--- src/include/icache_config.svh ---
`ifndef ICACHE_CONFIG_SVH
`define ICACHE_CONFIG_SVH

// byte offset within a 64-byte line
`define ICACHE_LINE_BITS 6

// 64 sets
`define ICACHE_INDEX_BITS 6

`define ICACHE_TAG_BITS (32 - `ICACHE_LINE_BITS - `ICACHE_INDEX_BITS)

// double-word position within a line
`define ICACHE_WORD_BITS (`ICACHE_LINE_BITS - 3)

`define ICACHE_SETS (1 << `ICACHE_INDEX_BITS)

// fixed at two, the LRU keeps one bit per set
`define ICACHE_WAYS 2

// 32-bit beats per line refill
`define ICACHE_BURST_WORDS 16

`endif
--- src/rtl/icache_pkg.sv ---
`include "icache_config.svh"

package icache_pkg;

    // controller states
    typedef enum logic [2:0] {
        IDLE,
        FENCE,
        REFILL_REQ,
        REFILL_DATA,
        REREAD
    } icache_state_e;

    // one tag RAM entry
    typedef struct packed {
        logic                         valid;
        logic [`ICACHE_TAG_BITS-1:0]  tag;
    } tag_entry_t;

endpackage

--- src/rtl/icache_ctrl.sv ---
`timescale 1ns/1ps
`include "icache_config.svh"

module icache_ctrl (
    input  logic                           clk,
    input  logic                           rst,
    input  logic                           fetch_en,
    input  logic [31:0]                    pc,
    input  logic                           stall_f,
    input  logic                           fence_i,
    input  logic [31:0]                    fence_addr,
    input  logic                           hit,
    input  logic                           hit_way,
    input  logic                           victim_way,
    input  logic                           arready,
    input  logic                           rvalid,
    input  logic                           rlast,
    output logic [31:0]                    araddr,
    output logic [7:0]                     arlen,
    output logic [2:0]                     arsize,
    output logic                           arvalid,
    output logic                           rready,
    output logic                           inst_ok0,
    output logic                           inst_ok1,
    output logic                           istall,
    output logic                           hit_accept,
    output logic                           rd_sel_pc,
    output logic                           cnt_start,
    output logic                           beat,
    input  logic [1:0]                     half_we,
    output logic [1:0]                     data_we0,
    output logic [1:0]                     data_we1,
    output logic                           tag_we0,
    output logic                           tag_we1,
    output logic [`ICACHE_INDEX_BITS-1:0]  wr_line,
    output icache_pkg::tag_entry_t         tag_wdata,
    output logic                           set_valid
);

    icache_pkg::icache_state_e state;

    logic [`ICACHE_INDEX_BITS-1:0] line_q;
    logic                          victim_q;
    logic [`ICACHE_SETS-1:0]       valid_vec;
    logic                          idle;
    logic                          miss;
    logic                          fence_wr;
    logic                          clr_wr;
    logic                          fill_wr;

    assign idle = (state == icache_pkg::IDLE);
    assign miss = idle & fetch_en & ~fence_i & ~hit;

    always_ff @(posedge clk) begin
        if (rst) begin
            state <= icache_pkg::IDLE;
        end else begin
            case (state)
                icache_pkg::IDLE: begin
                    if (fence_i) begin
                        state <= icache_pkg::FENCE;
                    end else if (miss) begin
                        state <= icache_pkg::REFILL_REQ;
                    end
                end
                icache_pkg::FENCE: begin
                    state <= icache_pkg::IDLE;
                end
                icache_pkg::REFILL_REQ: begin
                    if (arready) begin
                        state <= icache_pkg::REFILL_DATA;
                    end
                end
                icache_pkg::REFILL_DATA: begin
                    if (rvalid && rlast) begin
                        state <= icache_pkg::REREAD;
                    end
                end
                default: begin
                    state <= icache_pkg::IDLE;
                end
            endcase
        end
    end

    // target set and victim are captured when leaving IDLE
    always_ff @(posedge clk) begin
        if (idle && fence_i) begin
            line_q <= fence_addr[`ICACHE_LINE_BITS +: `ICACHE_INDEX_BITS];
        end else if (miss) begin
            line_q   <= pc[`ICACHE_LINE_BITS +: `ICACHE_INDEX_BITS];
            victim_q <= victim_way;
        end
    end

    // per-set valid flags, so tag RAM needs no sweep on reset
    always_ff @(posedge clk) begin
        if (rst) begin
            valid_vec <= '0;
        end else if (fence_wr) begin
            valid_vec[line_q] <= 1'b0;
        end else if (fill_wr) begin
            valid_vec[line_q] <= 1'b1;
        end
    end

    assign set_valid = valid_vec[pc[`ICACHE_LINE_BITS +: `ICACHE_INDEX_BITS]];

    // CPU side
    assign inst_ok0   = idle & fetch_en & ~fence_i & hit;
    assign inst_ok1   = inst_ok0 & ~pc[2];
    assign hit_accept = inst_ok0 & ~stall_f;
    assign istall     = (state == icache_pkg::REFILL_REQ) |
                        (state == icache_pkg::REFILL_DATA) |
                        (state == icache_pkg::REREAD);
    assign rd_sel_pc  = ~idle;

    // AXI read burst
    assign araddr  = {pc[31:`ICACHE_LINE_BITS], {`ICACHE_LINE_BITS{1'b0}}};
    assign arlen   = 8'(`ICACHE_BURST_WORDS - 1);
    assign arsize  = 3'd2;
    assign arvalid = (state == icache_pkg::REFILL_REQ);
    assign rready  = (state == icache_pkg::REFILL_DATA);

    assign cnt_start = miss;
    assign beat      = rready & rvalid;

    assign data_we0 = (beat && !victim_q) ? half_we : 2'b00;
    assign data_we1 = (beat && victim_q) ? half_we : 2'b00;

    // first fill of an unused set invalidates the other way's tag too
    assign fence_wr = (state == icache_pkg::FENCE);
    assign clr_wr   = (state == icache_pkg::REFILL_REQ) & ~valid_vec[line_q];
    assign fill_wr  = beat & rlast;

    assign tag_we0 = fence_wr | clr_wr | (fill_wr & ~victim_q);
    assign tag_we1 = fence_wr | clr_wr | (fill_wr & victim_q);

    assign wr_line         = line_q;
    assign tag_wdata.valid = fill_wr;
    assign tag_wdata.tag   = fill_wr ? pc[31 -: `ICACHE_TAG_BITS] : '0;

endmodule

--- config.mk ---
export PLATFORM = sky130hd
export DESIGN_NAME = icache_ctrl
export DESIGN_NICKNAME = d
export VERILOG_FILES = /design/src/rtl/icache_pkg.sv /design/src/rtl/icache_ctrl.sv
export VERILOG_INCLUDE_DIRS = /design/src /design/src/include
export SDC_FILE = /design/constraint.sdc
export NUM_CORES = 1
export LEC_CHECK = 0
export BUFFER_PORTS_ARGS = -buffer_cell sky130_fd_sc_hd__buf_4
export CORE_ASPECT_RATIO = 0.7
export CORE_MARGIN = 2
export CORE_UTILIZATION = 41
export DETAILED_ROUTE_END_ITERATION = 6
export GPL_ROUTABILITY_DRIVEN = 0
export HOLD_SLACK_MARGIN = 0.1
export PLACE_DENSITY = 0.68
export SLEW_MARGIN = 20
export SYNTH_ARGS = -nofsm -noshare
export SYNTH_HDL_FRONTEND = slang
export SYNTH_SLANG_ARGS = --single-unit
export TNS_END_PERCENT = 100
--- constraint.sdc ---
create_clock -name clk -period 3.5 [get_ports clk]
set_clock_uncertainty 0.15 [all_clocks]
set_input_delay 0.7 -clock clk [delete_from_list [all_inputs] [get_ports clk]]
set_output_delay 0.7 -clock clk [all_outputs]
set_load 0.005 [all_outputs]
**Word level (Yosys, flattened, before mapping)**

Index checks and enable logic that the tools add are counted.

- Magnitude comparators: 3
- Equal/unequal tests: 7
- Multiplexer cells: 18
- Bitwise logic cells: 27
- Reduce and logical (&&, ||, !) cells: 11

Operator list:

| kind | number |
|---|---|
| two-way mux 64 bit | 2 |
| AND 64 bit | 1 |
| inverter 64 bit | 1 |
| OR 64 bit | 1 |
| two-way mux 20 bit | 1 |
| less-than comparator 6 x 7 -> 1 bit (second input constant) | 2 |
| binary-select mux 1 bit (select 6 bit) | 2 |
| two-way mux 3 bit | 4 |
| two-way mux 6 bit | 2 |
| AND 1 bit | 11 |
| case mux 3 bit (3 select lines) | 1 |
| inverter 1 bit | 8 |
| demux 1 bit (select 6 bit) | 1 |
| == test 3 x 2 -> 1 bit (second input constant) | 2 |
| >= comparator 6 x 1 -> 1 bit (second input constant) | 1 |
| logical AND 1 bit | 5 |
| OR 1 bit | 5 |
| two-way mux 2 bit | 2 |
| nonzero test 2 bit | 2 |
| == test 3 x 1 -> 1 bit (second input constant) | 1 |
| == test 3 bit (second input constant) | 1 |
| logical NOT 3 bit | 1 |
| two-way mux 1 bit | 3 |
| != test 3 bit (second input constant) | 1 |
| 5 further kinds | 5 |

- Register bits: 74
- Input bits: 77
- Output and inout bits: 86

**Logic depth before layout (Yosys ltp)**

Gate-level depths: netlist (run 1).

- Depth after elaboration: 7
- Gate-level depth with buffers: 9

**Worst setup path before layout (run 1)**

Ideal clock, no wire load.

- Path type: input to output
- Start point: input pc[7]
- End point: output set_valid
- Arrival: 2379 ps
- Path slack: 271 ps
- Cell stages on the path: 6
- Path buffers: 2
- Cell sequence: clkbuf_1 buf_1 mux4_2 mux4_2 nor3b_1 a211oi_1

- Longest elaborated chain between the ends: 2

RTL lines:

| element | line | source |
|---|---|---|
| start, declared | icache_ctrl.sv:8 | `input logic [31:0] pc,` |
| binary-select mux 1 bit (select 6 bit) | icache_ctrl.sv:107 | `` assign set_valid = valid_vec[pc[`ICACHE_LINE_BITS +: `ICACHE_INDEX_BITS]]; `` |
| two-way mux 1 bit | icache_ctrl.sv:107 |  |
| end, declared | icache_ctrl.sv:37 | `output logic set_valid` |

No other way between the ends. The select of a mux whose other input is x is not followed.

**Final worst setup path (run 1)**

- Start point: register line_q[2] (netlist: wr_line[2])
- End point: output tag_we0

- Longest elaborated chain between the ends: 6

RTL lines:

| element | line | source |
|---|---|---|
| start, declared | icache_ctrl.sv:42 | `` logic [`ICACHE_INDEX_BITS-1:0] line_q; `` |
| start signal, assigned | icache_ctrl.sv:89 | `` line_q <= fence_addr[`ICACHE_LINE_BITS +: `ICACHE_INDEX_BITS]; `` |
| start signal, assigned | icache_ctrl.sv:91 | `` line_q <= pc[`ICACHE_LINE_BITS +: `ICACHE_INDEX_BITS]; `` |
| binary-select mux 1 bit (select 6 bit) | icache_ctrl.sv:133 | `assign clr_wr = (state == icache_pkg::REFILL_REQ) & ~valid_vec[line_q];` |
| two-way mux 1 bit (implied by the code) | icache_ctrl.sv:133 |  |
| inverter 1 bit | icache_ctrl.sv:133 |  |
| AND 1 bit | icache_ctrl.sv:133 |  |
| OR 1 bit (2 in a row) | icache_ctrl.sv:136 | `assign tag_we0 = fence_wr \| clr_wr \| (fill_wr & ~victim_q);` |
| end, declared | icache_ctrl.sv:33 | `output logic tag_we0,` |

No other way between the ends. The select of a mux whose other input is x is not followed.

==> results of run 1 <==
[placed cells by master, fill, tap and decap left out, types with 2 or more instances in the layout]
cell	Yosys	routed
a211oi_1	10	10
dfxtp_1	67	67
a311oi_1	47	47
inv_1	7	7
a22oi_1	2	2
buf_4	47	131
nor2_1	32	32
buf_12	0	2
a311oi_2	3	3
nor4b_1	2	2
a211oi_4	2	2
clkbuf_1	29	4
nor3_2	1	2
nand2b_1	2	2
a21oi_1	59	59
o32ai_1	3	3
and3_1	5	5
nor3b_1	3	3
nand3_1	6	6
mux2_2	9	9
and2_1	27	27
mux4_2	23	23
nor3_1	5	4
nand3b_1	3	3
o211ai_1	3	3
clkinv_2	0	2
a221oi_1	3	3
nor2b_1	3	3
mux2i_1	25	25
o21ai_0	2	2
conb_1	2	17
edfxtp_1	7	7
nand2_1	19	19
o221ai_1	2	2
or2_2	3	3
clkbuf_16	0	9
[synthesized netlist by cell type (2+ instances only)]
library cell,instances
o21ai_0,2
a311oi_1,47
nand2_1,19
a311oi_2,3
o221ai_1,2
nor2b_1,3
a21oi_1,59
edfxtp_1,7
and2_1,27
a211oi_1,10
o32ai_1,3
clkbuf_1,29
dfxtp_1,67
a211oi_4,2
nor4b_1,2
or2_2,3
mux2_2,9
nand2b_1,2
buf_4,47
nor3_1,5
nor3b_1,3
and3_1,5
nand3_1,6
buf_1,3
mux4_2,23
buf_6,5
mux2i_1,25
buf_2,9
nor2_1,32
nand3b_1,3
a221oi_1,3
conb_1,2
o211ai_1,3
a22oi_1,2
inv_1,7
[critical path, delay by kind of cell, from the launching register on]
kind / cells / cell delay (ns)
compound gates: 4 / 0.76
buf+inv: 2 / 0.45
flops: 1 / 0.35
mux: 1 / 0.38
simple gates: 1 / 0.17
[cell type report]
type	count	share of cell area (%)
timing repair buffer	134	18.0
inverter	8	0.523
tap	153	3.33
multi-input combinational	338	46.2
clock inverter	3	0.697
sequential	74	27.0
clock buffer	13	4.18
[cell families after synthesis]
kind of cell    count (synthesis)
buf+inv                       101
other cells                     2
mux                            57
compound gates                144
flops                          74
simple gates                  120
[routing by layer]
metal	up-vias	global-route usage [%]	routed length, um	share of wire, %
met4	0	5.56	138	0.99
met3	16	6.20	1290	9.2
met2	200	32.5	6380	46
met5	-	0	0	0
met1	2053	32.8	6190	44
li1	1972	-	-	-
[stage by stage]
stage / power [uW] / setup WS [ns]
final: 2150 / 0.179
after global routing: 2240 / 0.00575
after CTS: 2150 / 0.0933
after detailed placement: 1270 / 0.0931
after global placement: 1270 / 0.0791
after floorplan: 1140 / 0.271
[report_power, final]
part / leakage (uW) / total [uW] / switching, uW / internal [uW]
registers: 0.000607 / 893 / 21.1 / 872
clock network: 0.000138 / 888 / 338 / 550
logic: 0.00147 / 371 / 216 / 155
total: 0.00222 / 2150 / 575 / 1580
[what timing repair did]
item,4_1_cts,5_1_grt
setup buffers,0,1
setup endpoints to repair,0,3
endpoints found under the hold margin,0,0
gates resized for setup,0,1
[path summary, 6_finish.rpt]
check | slack [ns] | startpoint | cells after the start | to
setup / recovery | 0.18 | wr_line[2] | 8 | tag_we0
hold / removal | 0.37 | flop | 2 | flop
setup reg to reg | 1.07 | state[0] | 6 | flop
hold reg to reg | 0.37 | flop | 2 | flop
==> flow_summary.yaml, run 1 <==
critical_path:
  crit_path_top_delay_cell: "mux2_2"
  worstSetupPathType: "reg2out"
  worstPathRequired_ns: 2.65
  critPathMaxStageDelay_ns: 0.38
  end_kind: "output port"
  critPathLaunchType: "flop"
  crit_chain: "buf_4 -> mux2_2 -> a32oi_1 -> o221ai_1 -> a211oi_1 -> nand4_1 -> o211ai_1 -> buf_4"
  cpMostUsedCell: "buf_4"
  cp.arrival_ns: 2.47
  crit_fanout: 22
die:
  io_pins: 163
  dieArea_um2: 12500
  core_um2: 11200
  rows: 32
  start_util_pct: 42.5
  die_w_um: 133
  dieHeight_um: 94.1
clock_network:
  numCtsBuffers: 9
  clock_path_buffers: 2
  cts_tree: "built"
  htree_levels: 3
  cts_sinks: 74
  clk_latency_ns: 0.34
  clkTransAtPathRegs_ns: 0.05
  holdBufCountCts: 0
  clock-root-buffer: "clkbuf_16"
finish:
  design_area_um2: 5740
  multiInputGateArea_um2: 2660
  stdcell_count: 723
  fillers: 1054
  fin_util_pct: 51.4
  layout.area.seq_um2: 1550
  syn2layout_area_growth_pct: 20.9
  antenna_cells: 0
  fin_nets: 642
  layout-drive-gt1-share_pct: 34.2
logic_synthesis:
  synth.area.top_cells: "dfxtp_1, mux4_2, a311oi_1"
  synth_top_family_by_area: "compound AO/OA/AOI/OAI gates"
  syn_inst: 498
  ys_seq_elements: 74
  synth.avg_cell_area_um2: 9.54
  yosysTopAreaCell: "dfxtp_1"
  synthArstFlopShare_pct: 0
  yosysSeqAreaShare_pct: 32.7
  syn_area_um2: 4750
  ys_warn_count: 0
  ys_types: 54
  post_synth_and_or_nand_nor_area_fraction_pct: 13.5
  synth_top_area_share_pct: 28.2
  synth_compound_area_share_pct: 22.6
  synth_fa_ha_area_share_pct: 0
  synth-edff-count: 7
  synth_xor_area_share_pct: 0
  synth.area.mux_share_pct: 18.3
  ys.flop_type: "dfxtp_1"
placement:
  place_inst: 706
  port_buffers: 113
  hpwl_mm: 9.60
  place_area_um2: 5440
timing:
  period_needed_ns: 3.32
  hold_slack_ns: 0.371
  slew_headroom_pct: 32.6
  hold_violations: 0
  worstMarginPinSlew_ns: 1.01
  fmax_mhz: 301
  final_max_slew_viol_count: 0
  finalCritPeriodShare_pct: 94.9
  rsz0062_at_grt: "no"
  fin_setup_tns_ns: 0
  setup_viol: 0
routing:
  drtAntennaViolNets: 0
  drt-total-wl_mm: 14.0
  vias: 4241
  first_pass_iters: 7
  vias_per_cell: 5.87
  wl_per_cell_um: 19.4
  drt_iter0_markers: 430
  drc_errors: 2
power:
  powerDensity_nw_per_um2: 375
  peakVddDrop_mv: 0.223
  p_leak_uw: 0.00222
grt:
  antenna_found_initial: 0
  grt_pass1_vias: 3862
  gr-total-overflow: 0
  grt_max_degree: 68
  grtUsageTotal_pct: 22.4
  grt_pass1_wl_mm: 21.7
run:
  maxCapViolCount: 0
outcome:
  status: "finished, violations left"
  violations: "design-rule violations"
hold_path:
  hold_path_class: "reg2reg"
Note: power is estimated with default switching activity, not from simulation.
==> run 2: changes to the inputs <==
--- a/config.mk
+++ b/config.mk
@@ -8,7 +8,6 @@
 export LEC_CHECK = 0
 export BUFFER_PORTS_ARGS = -buffer_cell sky130_fd_sc_hd__buf_4
 export CORE_ASPECT_RATIO = 0.7
-export CORE_MARGIN = 2
 export CORE_UTILIZATION = 41
 export DETAILED_ROUTE_END_ITERATION = 6
 export GPL_ROUTABILITY_DRIVEN = 0
==> run 2 against run 1 <==
Core utilization increased by 1.6 points; global-route usage increased by 1.5 points; largest power group is now clock; clock power increased by 33%; the run now ends clean.
==> flow_summary.yaml, run 2 (synthesis results as in run 1) <==
outcome:
  status: "finished clean"
clock_network:
  clock-root-buffer: "clkbuf_16"
  post_cts_buffers: 0
  cts_tree: "built"
  clk_latency_ns: 0.34
  clkTransAtPathRegs_ns: 0.06
  cts_sinks: 74
  htree_levels: 3
  holdBufCountCts: 0
  numCtsBuffers: 9
  clock_path_buffers: 2
grt:
  grt_pass1_vias: 3877
  antenna_found_initial: 0
  grtUsageTotal_pct: 23.9
  grt_max_degree: 68
  grt_pass1_wl_mm: 21.7
  gr-total-overflow: 0
timing:
  rsz0062_at_grt: "no"
  final_max_slew_viol_count: 0
  setup_viol: 0
  slew_headroom_pct: 39.6
  fmax_mhz: 300
  hold_violations: 0
  fin_ws_ns: 0.163
  finalCritPeriodShare_pct: 95.3
  period_needed_ns: 3.34
  fin_setup_tns_ns: 0
  worstMarginPinSlew_ns: 0.902
power:
  powerDensity_nw_per_um2: 414
  peakVddDrop_mv: 0.242
  p_leak_uw: 0.00229
die:
  start_util_pct: 42.7
  rows: 32
  dieHeight_um: 92.1
  core_um2: 11100
  io_pins: 163
  die_w_um: 131
  dieArea_um2: 12000
placement:
  place_area_um2: 5510
  place_inst: 710
  port_buffers: 113
  hpwl_mm: 9.77
  place_worst_setup_slack_ns: 0.0978
finish:
  syn2layout_area_growth_pct: 24.2
  fin_util_pct: 53.0
  design_area_um2: 5900
  layout_commonest_cell: "buf_4"
  layout_common_cells: "buf_4, dfxtp_1, a21oi_1"
  fin_nets: 645
  layout-drive-gt1-share_pct: 35.3
  antenna_cells: 0
  stdcell_count: 726
routing:
  drtAntennaViolNets: 0
  vias_per_cell: 5.96
  first_pass_iters: 5
  drt-total-wl_mm: 14.1
  drc_errors: 0
  drt_iter0_markers: 474
  wl_per_cell_um: 19.5
  vias: 4327
run:
  maxCapViolCount: 0
critical_path:
  worstSetupPathType: "reg2out"
  cp.arrival_ns: 2.49
  end_kind: "output port"
  crit_fanout: 37
  r2r_cells: 5
  critPathLaunchType: "flop"
  worstPathRequired_ns: 2.65
hold_path:
  holdPathStages: 2
  hold_path_class: "reg2reg"
-- run 2: cell types whose count changed in the layout (fill, tap and decap cells not counted), sizes merged --
| cell | change |
|---|---|
| clkinv | -2 |
| bufinv | +3 |
| clkbuf | -1 |
| buf | +3 |
-- run 2: what timing repair did --
item / 4_1_cts / 5_1_grt
gates resized for setup: 0 / 2
hold endpoints to repair: 0 / 0
endpoints found under the setup margin: 0 / 2
-- run 2: worst paths after layout --
| kind | from | endpoint | slack, ns |
|---|---|---|---|
| max | wr_line[0] | tag_we0 | 0.16 |
| min | flop | flop | 0.37 |
| max reg2reg | state[1] | flop | 0.93 |
| min reg2reg | flop | flop | 0.37 |
-- run 2: per-stage QoR --
step / total power (uW) / hold slack (ns)
after floorplan: 1140 / 0.330
after global placement: 1260 / 0.347
after detailed placement: 1270 / 0.362
after CTS: 2450 / 0.373
after global routing: 2530 / 0.382
final: 2440 / 0.368
-- run 2: cell type report --
type | count | area (um^2)
clock buffer | 12 | 267
fill | 1009 | 5230
inverter | 8 | 30.0
clock inverter | 4 | 120
tap | 153 | 191
sequential | 74 | 1550
multi-input combinational | 338 | 2660
timing repair buffer | 137 | 1080
-- run 2: worst max-delay path, cell delays in order, from the launching register on --
cell and delay, ns:
edfxtp_1 0.41, buf_12 0.20, mux2i_1 0.14, mux4_2 0.47, o32ai_1 0.37, a211oi_1 0.10
nand4_1 0.16, o211ai_1 0.11, buf_4 0.16
-- run 2: where the power goes --
group	total [uW]	switching, uW	internal (uW)
Sequential	894	22.2	871
Clock	1180	354	827
Combinational	370	214	156
-- run 2: metal layers --
layer | share of wire, % | global-route usage [%] | vias to the layer above | wire, um
met5 | 0 | 0 | - | 0
met4 | 0.98 | 6.23 | 0 | 138
met3 | 11 | 7.76 | 13 | 1500
met2 | 44 | 33.7 | 235 | 6270
met1 | 44 | 34.6 | 2115 | 6220
li1 | - | - | 1964 | -
==> run 3: changes to the inputs <==
--- a/config.mk
+++ b/config.mk
@@ -8,6 +8,7 @@
 export LEC_CHECK = 0
 export BUFFER_PORTS_ARGS = -buffer_cell sky130_fd_sc_hd__buf_4
 export CORE_ASPECT_RATIO = 0.7
+export CORE_MARGIN = 2
 export CORE_UTILIZATION = 41
 export DETAILED_ROUTE_END_ITERATION = 6
 export GPL_ROUTABILITY_DRIVEN = 0
==> constraint.sdc (replaced) <==
create_clock -name clk -period 3.5 [get_ports clk]
set_clock_uncertainty 0.15 [all_clocks]
set_input_delay 1.05 -clock clk [delete_from_list [all_inputs] [get_ports clk]]
set_output_delay 1.05 -clock clk [all_outputs]
set_load 0.005 [all_outputs]
==> run 3 against run 2 <==
Routed wire length increased by 2.7%; total power down 2.4%; core utilization increased by 1.1 points; sequential power is essentially flat; combinational power rose by 8.4%; register-to-register slack improved by 0.24 ns; global-route usage decreased by 0.80 points; worst setup slack lost 0.50 ns; the flow now finishes with violations (negative setup slack); sequential cell count stayed put.
==> flow_summary.yaml, run 3 (synthesis results as in run 1) <==
critical_path:
  worstSetupPathType: "in2out"
  cp.arrival_ns: 2.64
  r2r_start: "wr_line[1]"
  crit_fanout: 5
  r2r_cells: 8
  end_kind: "output port"
  worstPathRequired_ns: 2.30
  r2r_slack_ns: 1.17
  critPathLaunchType: "input pin"
routing:
  wl_per_cell_um: 19.8
  drc_errors: 0
  drtAntennaViolNets: 0
  drt-total-wl_mm: 14.5
  drt_iter0_markers: 548
  vias_per_cell: 5.95
  vias: 4352
  first_pass_iters: 5
die:
  io_pins: 163
  dieHeight_um: 94.1
  rows: 32
  core_um2: 11200
  die_w_um: 133
  start_util_pct: 42.5
  dieArea_um2: 12500
hold_path:
  hold_path_class: "reg2reg"
  holdPathStages: 2
clock_network:
  cts_tree: "built"
  htree_levels: 3
  clk_latency_ns: 0.34
  holdBufCountCts: 0
  clock-root-buffer: "clkbuf_16"
  clock_path_buffers: 2
  clkTransAtPathRegs_ns: 0.05
  numCtsBuffers: 9
  cts_sinks: 74
grt:
  antenna_found_initial: 0
  grtUsageTotal_pct: 23.1
  grt_pass1_vias: 4032
  grt_pass1_wl_mm: 22.5
  gr-total-overflow: 0
  grt_max_degree: 68
timing:
  hold_slack_ns: 0.373
  finalCritPeriodShare_pct: 110
  slew_headroom_pct: 32.3
  period_needed_ns: 3.84
  fin_ws_ns: -0.340
  setup_viol: 2
  fmax_mhz: 260
  final_max_slew_viol_count: 0
  worstMarginPinSlew_ns: 1.01
  rsz0062_at_grt: "yes"
  hold_violations: 0
power:
  p_leak_uw: 0.00233
  totalPowerFinal_uw: 2380
  powerDensity_nw_per_um2: 395
  peakVddDrop_mv: 0.235
finish:
  fillers: 986
  layout_commonest_cell: "buf_4"
  antenna_cells: 0
  syn2layout_area_growth_pct: 27.1
  layout_common_cells: "buf_4, dfxtp_1, a21oi_1"
  stdcell_count: 732
  layout-drive-gt1-share_pct: 37.3
  fin_nets: 651
outcome:
  status: "finished, violations left"
  violations: "negative setup slack"
placement:
  port_buffers: 113
  place_worst_setup_slack_ns: -0.548
  place_inst: 709
  hpwl_mm: 9.76
run:
  maxCapViolCount: 0
run 3: cell types whose count changed in the layout (fill, tap and decap cells not counted), sizes merged:
cell / before / now
buf: 137 / 142
bufbuf: 0 / 1
bufinv: 4 / 3
clkinvlp: 0 / 3
inv: 8 / 6
run 3: layout make-up:
type	count	area [um^2]	area share, %
clock buffers	12	256	4.25
clock inverters	4	97.6	1.62
inverters	8	37.5	0.622
multi-input cells	338	2700	44.6
flip-flops and latches	74	1550	25.7
well taps	153	191	3.17
repair buffers	143	1210	20.0
run 3: how the worst max path moves through the flow:
| stage | start | end | slack, ns | depth (start not counted) |
|---|---|---|---|---|
| finish | pc[6] | set_valid | -0.34 | 6 |
| global route | pc[6] | set_valid | -0.35 | 6 |
| CTS | pc[6] | set_valid | -0.32 | 6 |
| detailed placement | pc[6] | set_valid | -0.55 | 6 |
| global placement | pc[6] | set_valid | -0.55 | 6 |
| floorplan | pc[6] | set_valid | -0.18 | 6 |
run 3: worst max-delay path, stage by stage:
cell and delay [ns]:
buf_16 0.11, mux4_2 0.51, mux4_2 0.53, mux2i_1 0.19
a211oi_2 0.11, buf_4 0.14
run 3: repair_timing:
action	CTS	global route
hold endpoints to repair	0	0
pin swaps	4	1
gates cloned	3	0
setup buffers	4	0
gates resized for setup	19	2
endpoints found under the setup margin	3	23
run 3: layer usage:
metal | vias to the layer above | wire (um) | global-route usage (%)
met4 | 0 | 184 | 4.84
met2 | 223 | 6640 | 35.1
li1 | 1994 | - | -
met3 | 25 | 1300 | 6.96
met1 | 2110 | 6390 | 32.7
met5 | - | 0 | 0
run 3: per-stage QoR:
step,setup TNS [ns],util [%],instance area [um^2]
finish,-0.393,54.0,6040
CTS,-0.355,54.0,6030
global placement,-0.546,49.1,5480
detailed placement,-0.548,49.1,5480
floorplan,-0.176,-,4840
global route,-0.551,54.0,6040
run 3: report_power, final:
part           internal [uW]  total, uW  switching (uW)
clock                    735       1090             354
combinational            183        401             217
sequential               871        895            23.9
